[config.mk]
export PLATFORM = sky130hd
export DESIGN_NAME = controlUnit
export DESIGN_NICKNAME = d
export VERILOG_FILES = /design/src/riscvControlPkg.sv /design/src/instrDecoder.sv /design/src/controlSequencer.sv /design/src/controlWordTable.sv /design/src/controlUnit.sv
export SDC_FILE = /design/constraint.sdc
export NUM_CORES = 1
export LEC_CHECK = 0
export BUFFER_PORTS_ARGS = -buffer_cell sky130_fd_sc_hd__buf_2
export CAP_MARGIN = 20
export CORE_MARGIN = 1.5
export CORE_UTILIZATION = 53
export CTS_BUF_LIST = sky130_fd_sc_hd__clkbuf_2 sky130_fd_sc_hd__clkbuf_4 sky130_fd_sc_hd__clkbuf_8
export DETAILED_ROUTE_END_ITERATION = 10
export PLACE_DENSITY = 0.86
export SLEW_MARGIN = 20
export SYNTH_ARGS = -nofsm -noshare
export SYNTH_HDL_FRONTEND = slang
export SYNTH_SLANG_ARGS = --single-unit
[constraint.sdc]
create_clock -name clock -period 2 [get_ports clock]
set_clock_uncertainty 0.1 [all_clocks]
set_input_delay 0 -clock clock [delete_from_list [all_inputs] [get_ports clock]]
set_output_delay 0 -clock clock [all_outputs]
set_load 0.02 [all_outputs]
[src/riscvControlPkg.sv]
package riscvControlPkg;
        localparam int xlen = 64; // Datapath width
        localparam int instrWidth = 32; // Instruction register width

        localparam logic [6:0] opR = 7'b0110011; // Register-register ALU ops
        localparam logic [6:0] opImm = 7'b0010011; // Register-immediate ALU ops
        localparam logic [6:0] opLoad = 7'b0000011;
        localparam logic [6:0] opStore = 7'b0100011;
        localparam logic [6:0] opBranch = 7'b1100011; // All conditional branches
        localparam logic [6:0] opLui = 7'b0110111;
        localparam logic [6:0] opJal = 7'b1101111;
        localparam logic [6:0] opJalr = 7'b1100111;
        localparam logic [6:0] opSystem = 7'b1110011; // Break lives here

        localparam logic [2:0] f3Add = 3'b000; // Shared by add and sub
        localparam logic [2:0] f3And = 3'b111;
        localparam logic [2:0] f3Slt = 3'b010;
        localparam logic [2:0] f3Addi = 3'b000;
        localparam logic [2:0] f3Slti = 3'b010;
        localparam logic [2:0] f3Ld = 3'b011; // Doubleword
        localparam logic [2:0] f3Sd = 3'b011; // Doubleword
        localparam logic [2:0] f3Beq = 3'b000;
        localparam logic [2:0] f3Bne = 3'b001;
        localparam logic [2:0] f3Blt = 3'b100;
        localparam logic [2:0] f3Bge = 3'b101;
        localparam logic [2:0] f3Jalr = 3'b000;
        localparam logic [2:0] f3Break = 3'b000;
        localparam logic [6:0] f7Base = 7'b0000000; // add, and, slt
        localparam logic [6:0] f7Sub = 7'b0100000;

        localparam logic [instrWidth-1:0] nopWord = 32'h0000_0013; // addi x0, x0, 0

        typedef enum logic [2:0] {aluAdd = 3'd1, aluSub = 3'd2, aluAnd = 3'd3,
                aluCompare = 3'd7} aluFctT;
        typedef enum logic [1:0] {srcAPc = 2'd0, srcARegA = 2'd1, srcAZero = 2'd2} aluSrcAT;
        typedef enum logic [2:0] {srcBRegB = 3'd0, srcBFour = 3'd1, srcBImm = 3'd2,
                srcBZero = 3'd3, srcBOne = 3'd4} aluSrcBT;
        typedef enum logic {fromMem = 1'b0, fromAluOut = 1'b1} memToRegT;
        typedef enum logic [2:0] {immI = 3'd0, immS = 3'd1, immSb = 3'd2, immUj = 3'd3,
                immU = 3'd4} immTypeT;

        typedef enum logic [4:0] {opkAdd, opkSub, opkAnd, opkSlt, opkAddi, opkSlti, opkNop,
                opkLd, opkSd, opkBeq, opkBne, opkBge, opkBlt, opkLui, opkJal, opkJalr,
                opkBreak, opkIllegal} opKindT;

        // ALU and jump states split per operation so the word table needs only the state
        typedef enum logic [4:0] {stReset, stFetch, stSaveInstr, stDecode, stAluAdd, stAluSub,
                stAluAnd, stAluImm, stSetCompare, stSetCompareImm, stSetLess, stWriteAlu,
                stMemAddr, stMemRead, stMdrLoad, stWriteMem, stStore, stBranch, stBranchTake,
                stLui, stLinkSave, stLinkWrite, stJumpPc, stJumpReg, stHalt, stTrap} stateT;

        typedef struct packed {
                logic equal; // rs1 == rs2
                logic lessThan; // Signed rs1 < operand B
        } aluFlagsT;

        typedef struct packed {
                logic loadIr;
                logic pcWrite;
                logic regWrite; // Register file write port
                logic loadRegA;
                logic loadRegB;
                logic loadMdr;
                logic loadAluOut;
                logic memWrite; // Data memory write, read otherwise
                memToRegT memToReg;
                aluSrcAT aluSrcA;
                aluSrcBT aluSrcB;
                aluFctT aluFct;
        } tableWordT;

        typedef struct packed {
                logic loadIr;
                logic pcWrite;
                logic regWrite;
                logic loadRegA;
                logic loadRegB;
                logic loadMdr;
                logic loadAluOut;
                logic memWrite;
                memToRegT memToReg;
                aluSrcAT aluSrcA;
                aluSrcBT aluSrcB;
                aluFctT aluFct;
                immTypeT immType; // Sign extender format, straight from decode
        } controlWordT;

        typedef struct packed {
                logic halted; // Break or trap reached
                logic illegal; // Trap only
        } unitStatusT;

        localparam tableWordT idleWord = '{loadIr: 1'b0, pcWrite: 1'b0, regWrite: 1'b0,
                loadRegA: 1'b0, loadRegB: 1'b0, loadMdr: 1'b0, loadAluOut: 1'b0,
                memWrite: 1'b0, memToReg: fromMem, aluSrcA: srcAPc, aluSrcB: srcBRegB,
                aluFct: aluAdd};
endpackage

[src/instrDecoder.sv]
module instrDecoder import riscvControlPkg::*; (
        input logic [instrWidth-1:0] instr, // Held in the instruction register
        output opKindT opKind,
        output immTypeT immType
);
        logic [6:0] opcode;
        logic [2:0] funct3;
        logic [6:0] funct7;

        assign opcode = instr[6:0];
        assign funct3 = instr[14:12];
        assign funct7 = instr[31:25];

        always_comb begin
                opKind = opkIllegal; // Anything unmatched traps
                immType = immI;
                case (opcode)
                        opR: begin
                                case ({funct7, funct3})
                                        {f7Base, f3Add}: opKind = opkAdd;
                                        {f7Sub, f3Add}: opKind = opkSub;
                                        {f7Base, f3And}: opKind = opkAnd;
                                        {f7Base, f3Slt}: opKind = opkSlt;
                                        default: opKind = opkIllegal; // Unknown funct7 or funct3
                                endcase
                        end
                        opImm: begin
                                if (instr == nopWord) begin
                                        opKind = opkNop; // Only the canonical encoding
                                end else if (funct3 == f3Addi) begin
                                        opKind = opkAddi;
                                end else if (funct3 == f3Slti) begin
                                        opKind = opkSlti;
                                end
                        end
                        opLoad: begin
                                if (funct3 == f3Ld) opKind = opkLd;
                        end
                        opStore: begin
                                immType = immS; // Split offset
                                if (funct3 == f3Sd) opKind = opkSd;
                        end
                        opBranch: begin
                                immType = immSb;
                                case (funct3)
                                        f3Beq: opKind = opkBeq;
                                        f3Bne: opKind = opkBne;
                                        f3Blt: opKind = opkBlt;
                                        f3Bge: opKind = opkBge;
                                        default: opKind = opkIllegal;
                                endcase
                        end
                        opLui: begin
                                immType = immU; // Upper 20 bits
                                opKind = opkLui;
                        end
                        opJal: begin
                                immType = immUj;
                                opKind = opkJal;
                        end
                        opJalr: begin
                                if (funct3 == f3Jalr) opKind = opkJalr; // I format offset
                        end
                        opSystem: begin
                                if (instr[31:7] == {12'h001, 5'd0, f3Break, 5'd0}) begin
                                        opKind = opkBreak; // Exact ebreak word
                                end
                        end
                        default: opKind = opkIllegal; // Unknown major opcode
                endcase
        end
endmodule

[src/controlSequencer.sv]
module controlSequencer import riscvControlPkg::*; (
        input logic clock,
        input logic reset,
        input opKindT opKind, // Stable from decode until next fetch
        input aluFlagsT flags,
        output stateT state,
        output unitStatusT status
);
        stateT nextState;
        logic takeBranch;

        always_ff @(posedge clock or posedge reset) begin
                if (reset) begin
                        state <= stReset;
                end else begin
                        state <= nextState;
                end
        end

        // Branch condition per kind, flags valid during stBranch
        always_comb begin
                case (opKind)
                        opkBeq: takeBranch = flags.equal;
                        opkBne: takeBranch = !flags.equal;
                        opkBlt: takeBranch = flags.lessThan;
                        opkBge: takeBranch = !flags.lessThan;
                        default: takeBranch = 1'b0;
                endcase
        end

        always_comb begin
                nextState = stTrap; // Unused encodings land in the trap
                case (state)
                        stReset: nextState = stFetch;
                        stFetch: nextState = stSaveInstr;
                        stSaveInstr: nextState = stDecode;
                        stDecode: begin
                                case (opKind)
                                        opkAdd: nextState = stAluAdd;
                                        opkSub: nextState = stAluSub;
                                        opkAnd: nextState = stAluAnd;
                                        opkAddi: nextState = stAluImm;
                                        opkSlt: nextState = stSetCompare;
                                        opkSlti: nextState = stSetCompareImm;
                                        opkNop: nextState = stFetch; // Nothing to execute
                                        opkLd, opkSd: nextState = stMemAddr;
                                        opkBeq, opkBne, opkBge, opkBlt: nextState = stBranch;
                                        opkLui: nextState = stLui;
                                        opkJal, opkJalr: nextState = stLinkSave;
                                        opkBreak: nextState = stHalt;
                                        default: nextState = stTrap;
                                endcase
                        end
                        stAluAdd, stAluSub, stAluAnd, stAluImm, stLui: nextState = stWriteAlu;
                        stSetCompare, stSetCompareImm: nextState = stSetLess;
                        stSetLess: nextState = stWriteAlu;
                        stMemAddr: nextState = (opKind == opkLd) ? stMemRead : stStore;
                        stMemRead: nextState = stMdrLoad;
                        stMdrLoad: nextState = stWriteMem;
                        stBranch: nextState = takeBranch ? stBranchTake : stFetch;
                        stLinkSave: nextState = stLinkWrite;
                        stLinkWrite: nextState = (opKind == opkJalr) ? stJumpReg : stJumpPc;
                        stWriteAlu, stWriteMem, stStore, stBranchTake, stJumpPc,
                                stJumpReg: nextState = stFetch; // Instruction done
                        stHalt: nextState = stHalt; // Left only by reset
                        stTrap: nextState = stTrap;
                        default: nextState = stTrap;
                endcase
        end

        assign status.halted = (state == stHalt) || (state == stTrap);
        assign status.illegal = (state == stTrap);
endmodule

[src/controlWordTable.sv]
module controlWordTable import riscvControlPkg::*; (
        input stateT state,
        input logic lessThan, // Compare result from the previous cycle
        output tableWordT ctrl
);
        always_comb begin
                ctrl = idleWord; // Reset, memory read, halt and trap stay idle
                case (state)
                        stFetch: begin
                                ctrl.pcWrite = 1'b1; // PC + 4
                                ctrl.aluSrcA = srcAPc;
                                ctrl.aluSrcB = srcBFour;
                                ctrl.aluFct = aluAdd;
                        end
                        stSaveInstr: ctrl.loadIr = 1'b1;
                        stDecode: begin
                                ctrl.loadRegA = 1'b1; // Latch rs1 and rs2
                                ctrl.loadRegB = 1'b1;
                        end
                        stAluAdd, stAluSub, stAluAnd: begin
                                ctrl.loadAluOut = 1'b1;
                                ctrl.aluSrcA = srcARegA;
                                ctrl.aluSrcB = srcBRegB;
                                ctrl.aluFct = (state == stAluSub) ? aluSub :
                                        (state == stAluAnd) ? aluAnd : aluAdd;
                        end
                        stAluImm, stMemAddr: begin
                                ctrl.loadAluOut = 1'b1; // Result or effective address
                                ctrl.aluSrcA = srcARegA;
                                ctrl.aluSrcB = srcBImm;
                                ctrl.aluFct = aluAdd;
                        end
                        stSetCompare, stSetCompareImm: begin
                                ctrl.aluSrcA = srcARegA;
                                ctrl.aluSrcB = (state == stSetCompareImm) ? srcBImm : srcBRegB;
                                ctrl.aluFct = aluCompare; // Flags only, nothing latched
                        end
                        stSetLess: begin
                                ctrl.loadAluOut = 1'b1; // 0 + 1 or 0 + 0
                                ctrl.aluSrcA = srcAZero;
                                ctrl.aluSrcB = lessThan ? srcBOne : srcBZero;
                                ctrl.aluFct = aluAdd;
                        end
                        stWriteAlu, stLinkWrite: begin
                                ctrl.regWrite = 1'b1; // rd from AluOut
                                ctrl.memToReg = fromAluOut;
                        end
                        stMdrLoad: ctrl.loadMdr = 1'b1;
                        stWriteMem: begin
                                ctrl.regWrite = 1'b1; // rd from MDR
                                ctrl.memToReg = fromMem;
                        end
                        stStore: ctrl.memWrite = 1'b1; // Address in AluOut, data in RegB
                        stBranch: begin
                                ctrl.aluSrcA = srcARegA;
                                ctrl.aluSrcB = srcBRegB;
                                ctrl.aluFct = aluCompare;
                        end
                        stBranchTake, stJumpPc: begin
                                ctrl.pcWrite = 1'b1; // PC + offset
                                ctrl.aluSrcA = srcAPc;
                                ctrl.aluSrcB = srcBImm;
                                ctrl.aluFct = aluAdd;
                        end
                        stLui: begin
                                ctrl.loadAluOut = 1'b1;
                                ctrl.aluSrcA = srcAZero;
                                ctrl.aluSrcB = srcBImm;
                                ctrl.aluFct = aluAdd;
                        end
                        stLinkSave: begin
                                ctrl.loadAluOut = 1'b1; // Return address, PC already + 4
                                ctrl.aluSrcA = srcAPc;
                                ctrl.aluSrcB = srcBZero;
                                ctrl.aluFct = aluAdd;
                        end
                        stJumpReg: begin
                                ctrl.pcWrite = 1'b1; // rs1 + offset
                                ctrl.aluSrcA = srcARegA;
                                ctrl.aluSrcB = srcBImm;
                                ctrl.aluFct = aluAdd;
                        end
                        default: ctrl = idleWord;
                endcase
        end
endmodule

[src/controlUnit.sv]
module controlUnit import riscvControlPkg::*; (
        input logic clock,
        input logic reset,
        input logic [instrWidth-1:0] instr,
        input aluFlagsT flags,
        output controlWordT ctrl,
        output unitStatusT status
);
        opKindT opKind;
        immTypeT immType;
        stateT state;
        tableWordT tableWord;

        instrDecoder instrDecoder_inst (
                .instr(instr),
                .opKind(opKind),
                .immType(immType)
        );

        controlSequencer controlSequencer_inst (
                .clock(clock),
                .reset(reset),
                .opKind(opKind),
                .flags(flags),
                .state(state),
                .status(status)
        );

        controlWordTable controlWordTable_inst (
                .state(state),
                .lessThan(flags.lessThan),
                .ctrl(tableWord)
        );

        assign ctrl = {tableWord, immType}; // Immediate format rides in the low bits
endmodule

==> impl_metrics.yaml, run 1 <==
drt:
  wl_um: 5760
  drt_pass1_iterations: 5
  via_per_inst: 5.95
  wire_per_inst_um: 14.3
  route.detailed.drc: 0
  route.vias.total: 2390
  route.antenna.remaining_nets: 0
  drt_first_iter_violations: 294
clocking:
  clock_latency_at_the_later_pin_of_the_worst_skew_pair_ns: 0.25
  cts_root_buffer: "sky130_fd_sc_hd__clkbuf_4"
  maximum_buffer_depth_of_the_clock_tree: 2
  clock_sinks: 5
  cts.reportedPaths.clkPinSlew_ns: 0.05
  cts_tree: "built"
  cts_inserted_buffers: 3
  clock_tree.htree_level_count: 1
yosys:
  synth.yosys.warnings: 0
  postSynth.asyncResetShare_pct: 100
  synth_seq_cells: 5
  most_frequently_used_cell_type_in_the_post_synthesis_netlist: "sky130_fd_sc_hd__nand2_1"
  count_of_different_cell_masters_after_synthesis: 60
  yosysSeqAreaShare_pct: 7.45
  synth_fp_nets: 293
  dominantRegCellSynth: "sky130_fd_sc_hd__dfrtp_1"
  synth_area_per_cell_um2: 6.69
  synth_top_area_cell: "sky130_fd_sc_hd__dfrtp_1"
  syn-instance-count: 251
  synth_enable_flop_cells: 0
  post_synth_most_frequent_cells: "27 x sky130_fd_sc_hd__nand2_1, 21 x sky130_fd_sc_hd__o21ai_0, 18 x sky130_fd_sc_hd__a21oi_1, 14 x sky130_fd_sc_hd__nand3_1, 14 x sky130_fd_sc_hd__nor2_1"
  synth_area_um2: 1680
  netlist.area_leader.share_pct: 7.45
  synth_top_cells_by_area: "sky130_fd_sc_hd__dfrtp_1 7.5%, sky130_fd_sc_hd__o21ai_0 6.3%, sky130_fd_sc_hd__nand2_1 6.0%, sky130_fd_sc_hd__a21oi_1 5.4%, sky130_fd_sc_hd__ha_1 4.5%"
run_status:
  violations: "negative setup slack"
  outcome: "complete, but fails checks"
sta:
  part_of_the_cycle_the_worst_path_needs_pct: 112
  setup-tns-final_ns: -0.906
  report.final.setup_viol: 5
  period_minus_slack_ns: 2.24
  maxSlewHeadroom_pct: 68.5
  timing.final.hold_violations: 0
  worst_slew_pin_slew_ns: 0.472
  timing.final.max_slew_violations: 0
  setup_repair_after_global_routing_missed_its_margin: "yes"
  max_freq_mhz: 446
  timing.final.ws_setup_ns: -0.243
power:
  power_frac_seq_pct: 15.1
  p_leak_nw: 1.18
  power.density_cell_area_nw_per_um2: 734
  share_comb_of_total_power_pct: 77.4
  internal_pwr_total_w: 0.000831
  vdd_drop_max_mv: 0.363
  clockPowerShare_pct: 7.5
  switchingPower_w: 0.00101
  power_switching_share_pct: 54.7
critical_path:
  timing.reg2reg.worst_path_depth: 7
  critical_path_arrival_ns: 2.33
  cp-end-kind: "flip-flop"
  setup.reg_to_reg.worst_slack_ns: 0.27
  slowest_delay_ns: 0.55
  critical_path_peak_fanout: 3
  required_ns: 2.09
  timing.setup.critical_path_class: "input pin to flip-flop"
  rr_startpoint: "controlSequencer_inst.state[2]"
  crit_chain: "buf_6, or4_4, nor4_4, a2111o_1, o211ai_2, a31oi_4, inv_2, ha_4, mux2i_1, o21ai_1, nand2_1, a21oi_2, nor3_1, a211o_1"
  cp_slowest_cell: "sky130_fd_sc_hd__or4_4"
  setup.worst_path.start_class: "input pin"
  crit-reg2reg-capture: "controlSequencer_inst.state[1]"
die:
  core_um2: 3030
  start_util_pct: 55.5
  core.rowCount: 20
  chip_height_um: 59.3
  dieWidth_um: 59.3
  die-area_um2: 3510
  io_pins: 58
final_layout:
  layout-area-overhead-vs-synth_pct: 49.1
  largest_reg_flops: 5
  sequential_cell_area_um2: 125
  top_register: "controlSequencer_inst.state"
  diodes: 0
  biggestRegsByFlops: "controlSequencer_inst.state x5"
  num-fill-cells: 189
  final_cell_area_um2: 2500
  nNetsFinal: 401
  multiInputGateArea_um2: 1440
  drive_above_1_share_pct: 42.2
grt:
  vias_in_the_first_global_route: 2154
  number_of_antenna_violations_at_the_first_check_in_global_routing: 0
  grt_pass1_wl_um: 9340
  gr-usage-all-layers_pct: 34.5
  grt_max_degree: 16
  grt-ovfl-total: 0
placement:
  dpl-instance-area_um2: 2430
  hpwlAfterDp_um: 4590
  port_buffers: 57
  routability_congestion: 0.903
  dpl_worst_slack_ns: -0.476
worst_hold_path:
  worst_hold_path_type: "input pin to async pin"
job:
  drv.max_cap_violation_count: 0
placed cells by master (no fill, tap or decap), types with 2 or more instances in the layout:
master,n
sky130_fd_sc_hd__a2111o_1,2
sky130_fd_sc_hd__a211oi_1,3
sky130_fd_sc_hd__a21o_1,4
sky130_fd_sc_hd__a21oi_1,16
sky130_fd_sc_hd__a21oi_2,2
sky130_fd_sc_hd__a31oi_1,6
sky130_fd_sc_hd__a31oi_4,2
sky130_fd_sc_hd__and2_1,2
sky130_fd_sc_hd__and3_1,4
sky130_fd_sc_hd__buf_2,56
sky130_fd_sc_hd__buf_4,67
sky130_fd_sc_hd__buf_6,2
sky130_fd_sc_hd__clkbuf_4,4
sky130_fd_sc_hd__dfrtp_1,5
sky130_fd_sc_hd__ha_1,4
sky130_fd_sc_hd__ha_4,2
sky130_fd_sc_hd__inv_1,8
sky130_fd_sc_hd__inv_2,2
sky130_fd_sc_hd__mux2i_1,4
sky130_fd_sc_hd__nand2_1,27
sky130_fd_sc_hd__nand2b_1,12
sky130_fd_sc_hd__nand3_1,14
sky130_fd_sc_hd__nand3b_1,2
sky130_fd_sc_hd__nand4_1,3
sky130_fd_sc_hd__nor2_1,14
sky130_fd_sc_hd__nor2b_1,10
sky130_fd_sc_hd__nor3_1,9
sky130_fd_sc_hd__nor4_1,6
sky130_fd_sc_hd__o21ai_0,18
sky130_fd_sc_hd__o21ai_1,6
sky130_fd_sc_hd__o22ai_1,5
sky130_fd_sc_hd__o31ai_1,2
sky130_fd_sc_hd__or3_1,3
sky130_fd_sc_hd__or4_4,2
critical path, delay by kind of cell:
family          cells  cell delay [ns]
compound gates      6             0.79
fa+ha+maj           1             0.17
mux                 1             0.13
simple gates        4             1.06
buf+inv             2             0.19
worst max-delay path by stage:
stage              start                             end
2_1_floorplan   instr[2]  controlSequencer_inst.state[0]
3_3_place_gp   instr[25]  controlSequencer_inst.state[0]
3_5_place_dp   instr[25]  controlSequencer_inst.state[0]
4_1_cts        instr[25]  controlSequencer_inst.state[0]
5_1_grt        instr[25]  controlSequencer_inst.state[0]
6_report       instr[25]  controlSequencer_inst.state[0]
kinds of logic (layout without fill, tap and decap cells):
logic type	Yosys count	after routing	share of synthesized area (%)
DFF	5	5	7.45
xor gates and xnor gates	1	1	0.522
and+or+nand+nor	122	122	42.3
AOI/OAI and AO/OA	80	80	32.7
muxes	4	4	2.38
adders and majority gates	6	6	4.47
buffers and inverters	33	140	10.2
layout make-up:
class                           count  area share (%)
Sequential cell                     5            5.00
Clock buffer                        4            1.20
Inverter                           10            1.50
Tap cell                           44            2.20
Multi-Input combinational cell    213            57.5
Timing Repair Buffer              126            32.6
power groups by stage:
stage | registers, W | logic, W | clock network, W
global placement | 0.000268 | 0.00133 | 0
detailed placement | 0.000267 | 0.00136 | 0
global route | 0.000287 | 0.00154 | 0.000146
CTS | 0.000268 | 0.00139 | 0.000137
finish | 0.000277 | 0.00142 | 0.000138
floorplan | 0.000172 | 0.00101 | 0
stage by stage:
step,hold slack (ns),power [W],cells,utilization (%)
2_1_floorplan,-0.321,0.00118,251,-
3_3_place_gp,-0.189,0.00160,395,80.4
3_5_place_dp,-0.183,0.00163,395,80.4
4_1_cts,0.109,0.00180,402,82.4
5_1_grt,0.147,0.00197,402,82.7
6_report,0.113,0.00184,402,82.7
layer usage:
| layer | part of all wire [%] | track usage, % | wire [um] | up-vias |
|---|---|---|---|---|
| li1 | - | - | - | 1146 |
| met3 | 9.8 | 6.99 | 565 | 20 |
| met1 | 41 | 43.8 | 2340 | 1071 |
| met4 | 2.3 | 14.3 | 133 | 0 |
| met2 | 47 | 56.5 | 2730 | 153 |
| met5 | 0 | 0 | 0 | - |
timing repair:
item                                    in CTS  in global routing
hold endpoints to repair                     5                  0
buffers inserted                             2                  0
pin swaps                                    4                  2
endpoints found under the setup margin       5                  5
hold buffers                                 1                  0
resized for setup                            1                  3
No activity file was read; power rests on OpenSTA's default activity.
==> run 2: changes to the inputs <==
==> constraint.sdc (replaced) <==
create_clock -name clock -period 2 [get_ports clock]
set_clock_uncertainty 0.1 [all_clocks]
set_input_delay 0 -clock clock [delete_from_list [all_inputs] [get_ports clock]]
set_output_delay 0 -clock clock [all_outputs]
set_load 0.05 [all_outputs]
==> run 2 against run 1 <==
Compared with the run above:
- the flow still finishes with violations (negative setup slack)
- hold slack worse by 0.018 ns
- core utilization fell by 0.87 points
- cell count fell by 2.5%
- register-to-register slack about the same
- final area is 1.0% lower
- die area unchanged
- sequential power is 5% lower
- largest power group unchanged
==> impl_metrics.yaml, run 2 (synthesis gave the netlist of run 1 again) <==
power:
  share_comb_of_total_power_pct: 82.2
  power_switching_share_pct: 61.5
  p_leak_nw: 1.14
  switchingPower_w: 0.00136
  vdd_drop_max_mv: 0.404
  power.density_cell_area_nw_per_um2: 889
  power_frac_seq_pct: 11.9
  internal_pwr_total_w: 0.000848
  power.total_w: 0.00220
  clockPowerShare_pct: 5.9
sta:
  timing.final.hold_violations: 0
  part_of_the_cycle_the_worst_path_needs_pct: 117
  period_minus_slack_ns: 2.34
  max_freq_mhz: 428
  maxSlewHeadroom_pct: 63.9
  worst_slew_pin_slew_ns: 0.538
  report.final.setup_viol: 5
  timing.final.ws_setup_ns: -0.337
  timing.final.max_slew_violations: 0
  setup_repair_after_global_routing_missed_its_margin: "yes"
grt:
  grt_max_degree: 19
  vias_in_the_first_global_route: 2184
  number_of_antenna_violations_at_the_first_check_in_global_routing: 0
  grt_pass1_wl_um: 9650
  grt-ovfl-total: 0
  gr-usage-all-layers_pct: 35.2
drt:
  wl_um: 6000
  via_per_inst: 6.10
  route.antenna.remaining_nets: 0
  routed-wl-met2_um: 2880
  met3RoutedLength_um: 565
  route.detailed.drc: 0
  wire_per_inst_um: 15.3
  route.top_layer_used: "met4"
  route.vias.total: 2391
  drt_pass1_iterations: 5
  wl_met1_um: 2450
  drt_first_iter_violations: 199
critical_path:
  setup.worst_path.start_class: "input pin"
  critical_path_peak_fanout: 5
  timing.reg2reg.worst_path_depth: 5
  required_ns: 2.02
  cp-end-kind: "flip-flop"
  timing.setup.critical_path_class: "input pin to flip-flop"
  critical_path_arrival_ns: 2.36
run_status:
  violations: "negative setup slack"
  outcome: "complete, but fails checks"
die:
  core.rowCount: 20
  chip_height_um: 59.3
  io_pins: 58
  core_um2: 3030
  die-area_um2: 3510
  dieWidth_um: 59.3
  start_util_pct: 55.5
clocking:
  cts_inserted_buffers: 3
  clock_latency_at_the_later_pin_of_the_worst_skew_pair_ns: 0.24
  clock_tree.htree_level_count: 1
  cts.reportedPaths.clkPinSlew_ns: 0.04
  clock_sinks: 5
  cts_root_buffer: "sky130_fd_sc_hd__clkbuf_4"
  cts_tree: "built"
  maximum_buffer_depth_of_the_clock_tree: 2
final_layout:
  largest_reg_flops: 5
  biggestRegsByFlops: "controlSequencer_inst.state x5"
  drive_above_1_share_pct: 42.8
  top_register: "controlSequencer_inst.state"
  mostFrequentLayoutCells: "57 x sky130_fd_sc_hd__buf_4, 55 x sky130_fd_sc_hd__buf_2, 27 x sky130_fd_sc_hd__nand2_1"
  nNetsFinal: 391
  layout-area-overhead-vs-synth_pct: 47.5
  diodes: 0
  utilization_after_layout_pct: 81.8
  layout.cells.most_common: "sky130_fd_sc_hd__buf_4"
placement:
  routability_congestion: 0.953
  hpwlAfterDp_um: 4430
  port_buffers: 57
job:
  drv.max_cap_violation_count: 0
worst_hold_path:
  worst_hold_path_type: "input pin to async pin"
[run 2: what timing repair did]
| action | CTS | global route |
|---|---|---|
| hold buffers | 1 | 0 |
| endpoints found under the hold margin | 5 | 0 |
| resized for setup | 5 | 5 |
| setup endpoints to repair | 5 | 7 |
| pin swaps | 3 | 0 |
| setup buffers | 2 | 1 |
[run 2: through the flow]
step / hold slack, ns / setup TNS [ns] / cell area, um^2 / setup WS [ns] / std cells
after global placement: -0.197 / -1.92 / 2390 / -0.440 / 384
after CTS: 0.0909 / -1.02 / 2460 / -0.258 / 391
after global routing: 0.138 / -1.93 / 2480 / -0.453 / 392
final: 0.0948 / -1.34 / 2480 / -0.337 / 392
after floorplan: -0.321 / -1.91 / 1760 / -0.437 / 251
after detailed placement: -0.198 / -2.30 / 2390 / -0.539 / 384
[run 2: worst max-delay path, stage by stage]
cell	delay [ns]
sky130_fd_sc_hd__buf_6	0.09
sky130_fd_sc_hd__or4_4	0.54
sky130_fd_sc_hd__nor4_4	0.23
sky130_fd_sc_hd__a2111o_1	0.22
sky130_fd_sc_hd__o211ai_2	0.11
sky130_fd_sc_hd__a31oi_4	0.24
sky130_fd_sc_hd__buf_4	0.16
sky130_fd_sc_hd__ha_1	0.18
sky130_fd_sc_hd__nor2_1	0.06
sky130_fd_sc_hd__o21ai_1	0.13
sky130_fd_sc_hd__o211ai_1	0.12
sky130_fd_sc_hd__a211o_1	0.29
[run 2: layout make-up]
cell class	instances	area [um^2]
multi-input combinational	213	1480
timing repair buffer	116	752
fill	208	551
sequential	5	126
tap	44	55.1
inverter	10	37.5
clock buffer	4	30.0
[run 2: power by group through the flow]
stage,clock (W),sequential [W],combinational [W]
floorplan,0,0.000172,0.00135
global placement,0,0.000249,0.00170
detailed placement,0,0.000256,0.00173
CTS,0.000132,0.000256,0.00177
global route,0.000138,0.000273,0.00192
finish,0.000130,0.000263,0.00181
[run 2: worst paths after layout]
check | start | end | slack [ns]
setup reg to reg | controlSequencer_inst.state[0] | controlSequencer_inst.state[4] | 0.28
hold / removal | reset | controlSequencer_inst.state[4] | 0.09
min in group clock | flags[0] | controlSequencer_inst.state[1] | 0.17
setup / recovery | instr[25] | controlSequencer_inst.state[0] | -0.34
hold reg to reg | controlSequencer_inst.state[3] | controlSequencer_inst.state[1] | 0.52
max in group asynchronous | reset | controlSequencer_inst.state[3] | 1.51
[run 2: layer usage]
metal  vias up  GRT usage (%)
li1       1121              -
met1      1105           46.2
met2       147           59.0
met3        18           5.02
met4         0           10.7
met5         -              0
==> run 3: changes to the inputs <==
--- a/config.mk
+++ b/config.mk
@@ -11,6 +11,7 @@
 export CORE_UTILIZATION = 53
 export CTS_BUF_LIST = sky130_fd_sc_hd__clkbuf_2 sky130_fd_sc_hd__clkbuf_4 sky130_fd_sc_hd__clkbuf_8
 export DETAILED_ROUTE_END_ITERATION = 10
+export MAX_ROUTING_LAYER = met4
 export PLACE_DENSITY = 0.86
 export SLEW_MARGIN = 20
 export SYNTH_ARGS = -nofsm -noshare
==> run 3 against run 2 <==
Compared with the run above:
- the flow still finishes with violations (negative setup slack)
- non-clock buffer count fell by 3
- hold slack got worse by 0.017 ns
- global-route usage shrank 1.0 points
- final area is 0.61% lower
- worst setup slack improved by 0.026 ns
- clock-buffer cell count unchanged
- critical path depth is 2 higher
- via count down 0.67%
- sequential share of layout area about the same
- first-iteration DRC count rose by 9.0%
- sequential power increased by 4%
==> impl_metrics.yaml, run 3 (synthesis gave the netlist of run 1 again) <==
sta:
  setup-tns-final_ns: -1.24
  timing.final.hold_violations: 0
  maxSlewHeadroom_pct: 61.6
  part_of_the_cycle_the_worst_path_needs_pct: 116
  worst_slew_pin_slew_ns: 0.572
  setup_repair_after_global_routing_missed_its_margin: "yes"
  timing.final.max_slew_violations: 0
  max_freq_mhz: 433
  report.final.setup_viol: 5
  period_minus_slack_ns: 2.31
  timing.final.ws_setup_ns: -0.311
critical_path:
  rr_startpoint: "controlSequencer_inst.state[2]"
  timing.setup.critical_path_class: "input pin to flip-flop"
  required_ns: 2.10
  setup.worst_path.start: "instr[25]"
  crit-reg2reg-capture: "controlSequencer_inst.state[1]"
  critical_path_peak_fanout: 5
  timing.reg2reg.worst_path_depth: 6
  setup.reg_to_reg.worst_slack_ns: 0.22
  setup.worst_path.start_class: "input pin"
  critical_path_arrival_ns: 2.41
  cp-end-kind: "flip-flop"
final_layout:
  largest_reg_flops: 5
  nNetsFinal: 388
  post_layout_instance_count_excluding_filler_cells: 389
  utilization_after_layout_pct: 81.3
  biggestRegsByFlops: "controlSequencer_inst.state x5"
  mostFrequentLayoutCells: "54 x sky130_fd_sc_hd__buf_2, 53 x sky130_fd_sc_hd__buf_4, 26 x sky130_fd_sc_hd__nand2_1"
  layout.cells.most_common: "sky130_fd_sc_hd__buf_2"
  layout-area-overhead-vs-synth_pct: 46.6
  top_register: "controlSequencer_inst.state"
  multiInputGateArea_um2: 1470
  sequential_cell_area_um2: 126
  diodes: 0
  drive_above_1_share_pct: 42.0
  num-fill-cells: 223
clocking:
  cts_tree: "built"
  cts_inserted_buffers: 3
  maximum_buffer_depth_of_the_clock_tree: 2
  clock_tree.htree_level_count: 1
  cts.reportedPaths.clkPinSlew_ns: 0.05
  clock_sinks: 5
  cts_root_buffer: "sky130_fd_sc_hd__clkbuf_4"
  clock_latency_at_the_later_pin_of_the_worst_skew_pair_ns: 0.26
grt:
  number_of_antenna_violations_at_the_first_check_in_global_routing: 0
  grt_max_degree: 19
  grt-ovfl-total: 0
  gr-usage-all-layers_pct: 34.1
  grt_pass1_wl_um: 9170
  vias_in_the_first_global_route: 2136
run_status:
  outcome: "complete, but fails checks"
  violations: "negative setup slack"
drt:
  drt_first_iter_violations: 217
  wl_um: 5810
  via_per_inst: 6.11
  wire_per_inst_um: 14.9
  route.vias.total: 2375
  route.antenna.remaining_nets: 0
  drt_pass1_iterations: 5
  route.detailed.drc: 0
placement:
  dpl_worst_slack_ns: -0.593
  routability_congestion: 0.962
  placed_cells_incl_taps: 379
  hpwlAfterDp_um: 4460
  port_buffers: 57
die:
  chip_height_um: 59.3
  start_util_pct: 55.5
  core.rowCount: 20
  dieWidth_um: 59.3
  die-area_um2: 3510
  io_pins: 58
  core_um2: 3030
power:
  switchingPower_w: 0.00134
  p_leak_nw: 1.13
  power_frac_seq_pct: 12.5
  vdd_drop_max_mv: 0.411
  clockPowerShare_pct: 6.6
  share_comb_of_total_power_pct: 80.8
  internal_pwr_total_w: 0.000829
  power.density_cell_area_nw_per_um2: 882
  power_switching_share_pct: 61.8
  power.total_w: 0.00217
worst_hold_path:
  worst_hold_path_type: "input pin to async pin"
job:
  drv.max_cap_violation_count: 0
run 3: changes by cell type in the layout (fill, tap and decap cells not counted), sizes merged:
cell / previous run / this run
buf: 114 / 110
clkbuf: 5 / 6
run 3: worst max-delay path by stage:
stage               slack (ns)  cells after the start                        endpoint
global placement         -0.44                     13  controlSequencer_inst.state[0]
CTS                      -0.28                     14  controlSequencer_inst.state[0]
detailed placement       -0.59                     14  controlSequencer_inst.state[0]
finish                   -0.31                     14  controlSequencer_inst.state[0]
floorplan                -0.44                      3                        ctrl[19]
global route             -0.47                     14  controlSequencer_inst.state[0]
run 3: per-layer routing:
| metal | share of wire (%) | vias up | global-route usage [%] |
|---|---|---|---|
| li1 | - | 1127 | - |
| met1 | 42 | 1074 | 42.5 |
| met2 | 47 | 153 | 57.5 |
| met3 | 8.2 | 21 | 3.28 |
| met4 | 2.4 | 0 | 11.4 |
| met5 | 0 | - | - |
run 3: repair_timing:
item,4_1_cts,5_1_grt
pin swaps,4,1
setup endpoints to repair,5,13
hold buffers,1,0
gates resized for setup,2,7
buffers inserted,2,3
hold endpoints to repair,5,0
run 3: stage by stage:
step	hold WS [ns]	instance area, um^2
6_report	0.0776	2460
5_1_grt	0.108	2460
4_1_cts	0.0773	2420
3_5_place_dp	-0.200	2360
3_3_place_gp	-0.197	2360
2_1_floorplan	-0.321	1760
run 3: layout make-up:
cell class | instances | area share (%)
clock buffer | 4 | 1.22
sequential | 5 | 5.13
tap | 44 | 2.24
multi-input combinational | 213 | 59.7
timing repair buffer | 113 | 30.2
inverter | 10 | 1.52
run 3: critical path, cell delays in order:
cell,delay (ns)
sky130_fd_sc_hd__buf_6,0.09
sky130_fd_sc_hd__or4_4,0.54
sky130_fd_sc_hd__nor4_4,0.20
sky130_fd_sc_hd__a2111o_1,0.20
sky130_fd_sc_hd__o211ai_2,0.11
sky130_fd_sc_hd__a31oi_4,0.25
sky130_fd_sc_hd__inv_2,0.11
sky130_fd_sc_hd__ha_4,0.17
sky130_fd_sc_hd__mux2i_1,0.17
sky130_fd_sc_hd__o21ai_1,0.10
sky130_fd_sc_hd__nand2_1,0.09
sky130_fd_sc_hd__a21oi_2,0.06
sky130_fd_sc_hd__nor3_1,0.20
sky130_fd_sc_hd__a211o_1,0.13
run 3: power groups by stage:
stage               clock (W)  sequential, W  combinational [W]
finish               0.000144       0.000273            0.00176
global route         0.000149       0.000282            0.00188
CTS                  0.000144       0.000258            0.00172
detailed placement          0       0.000259            0.00170
global placement            0       0.000257            0.00167
floorplan                   0       0.000172            0.00135
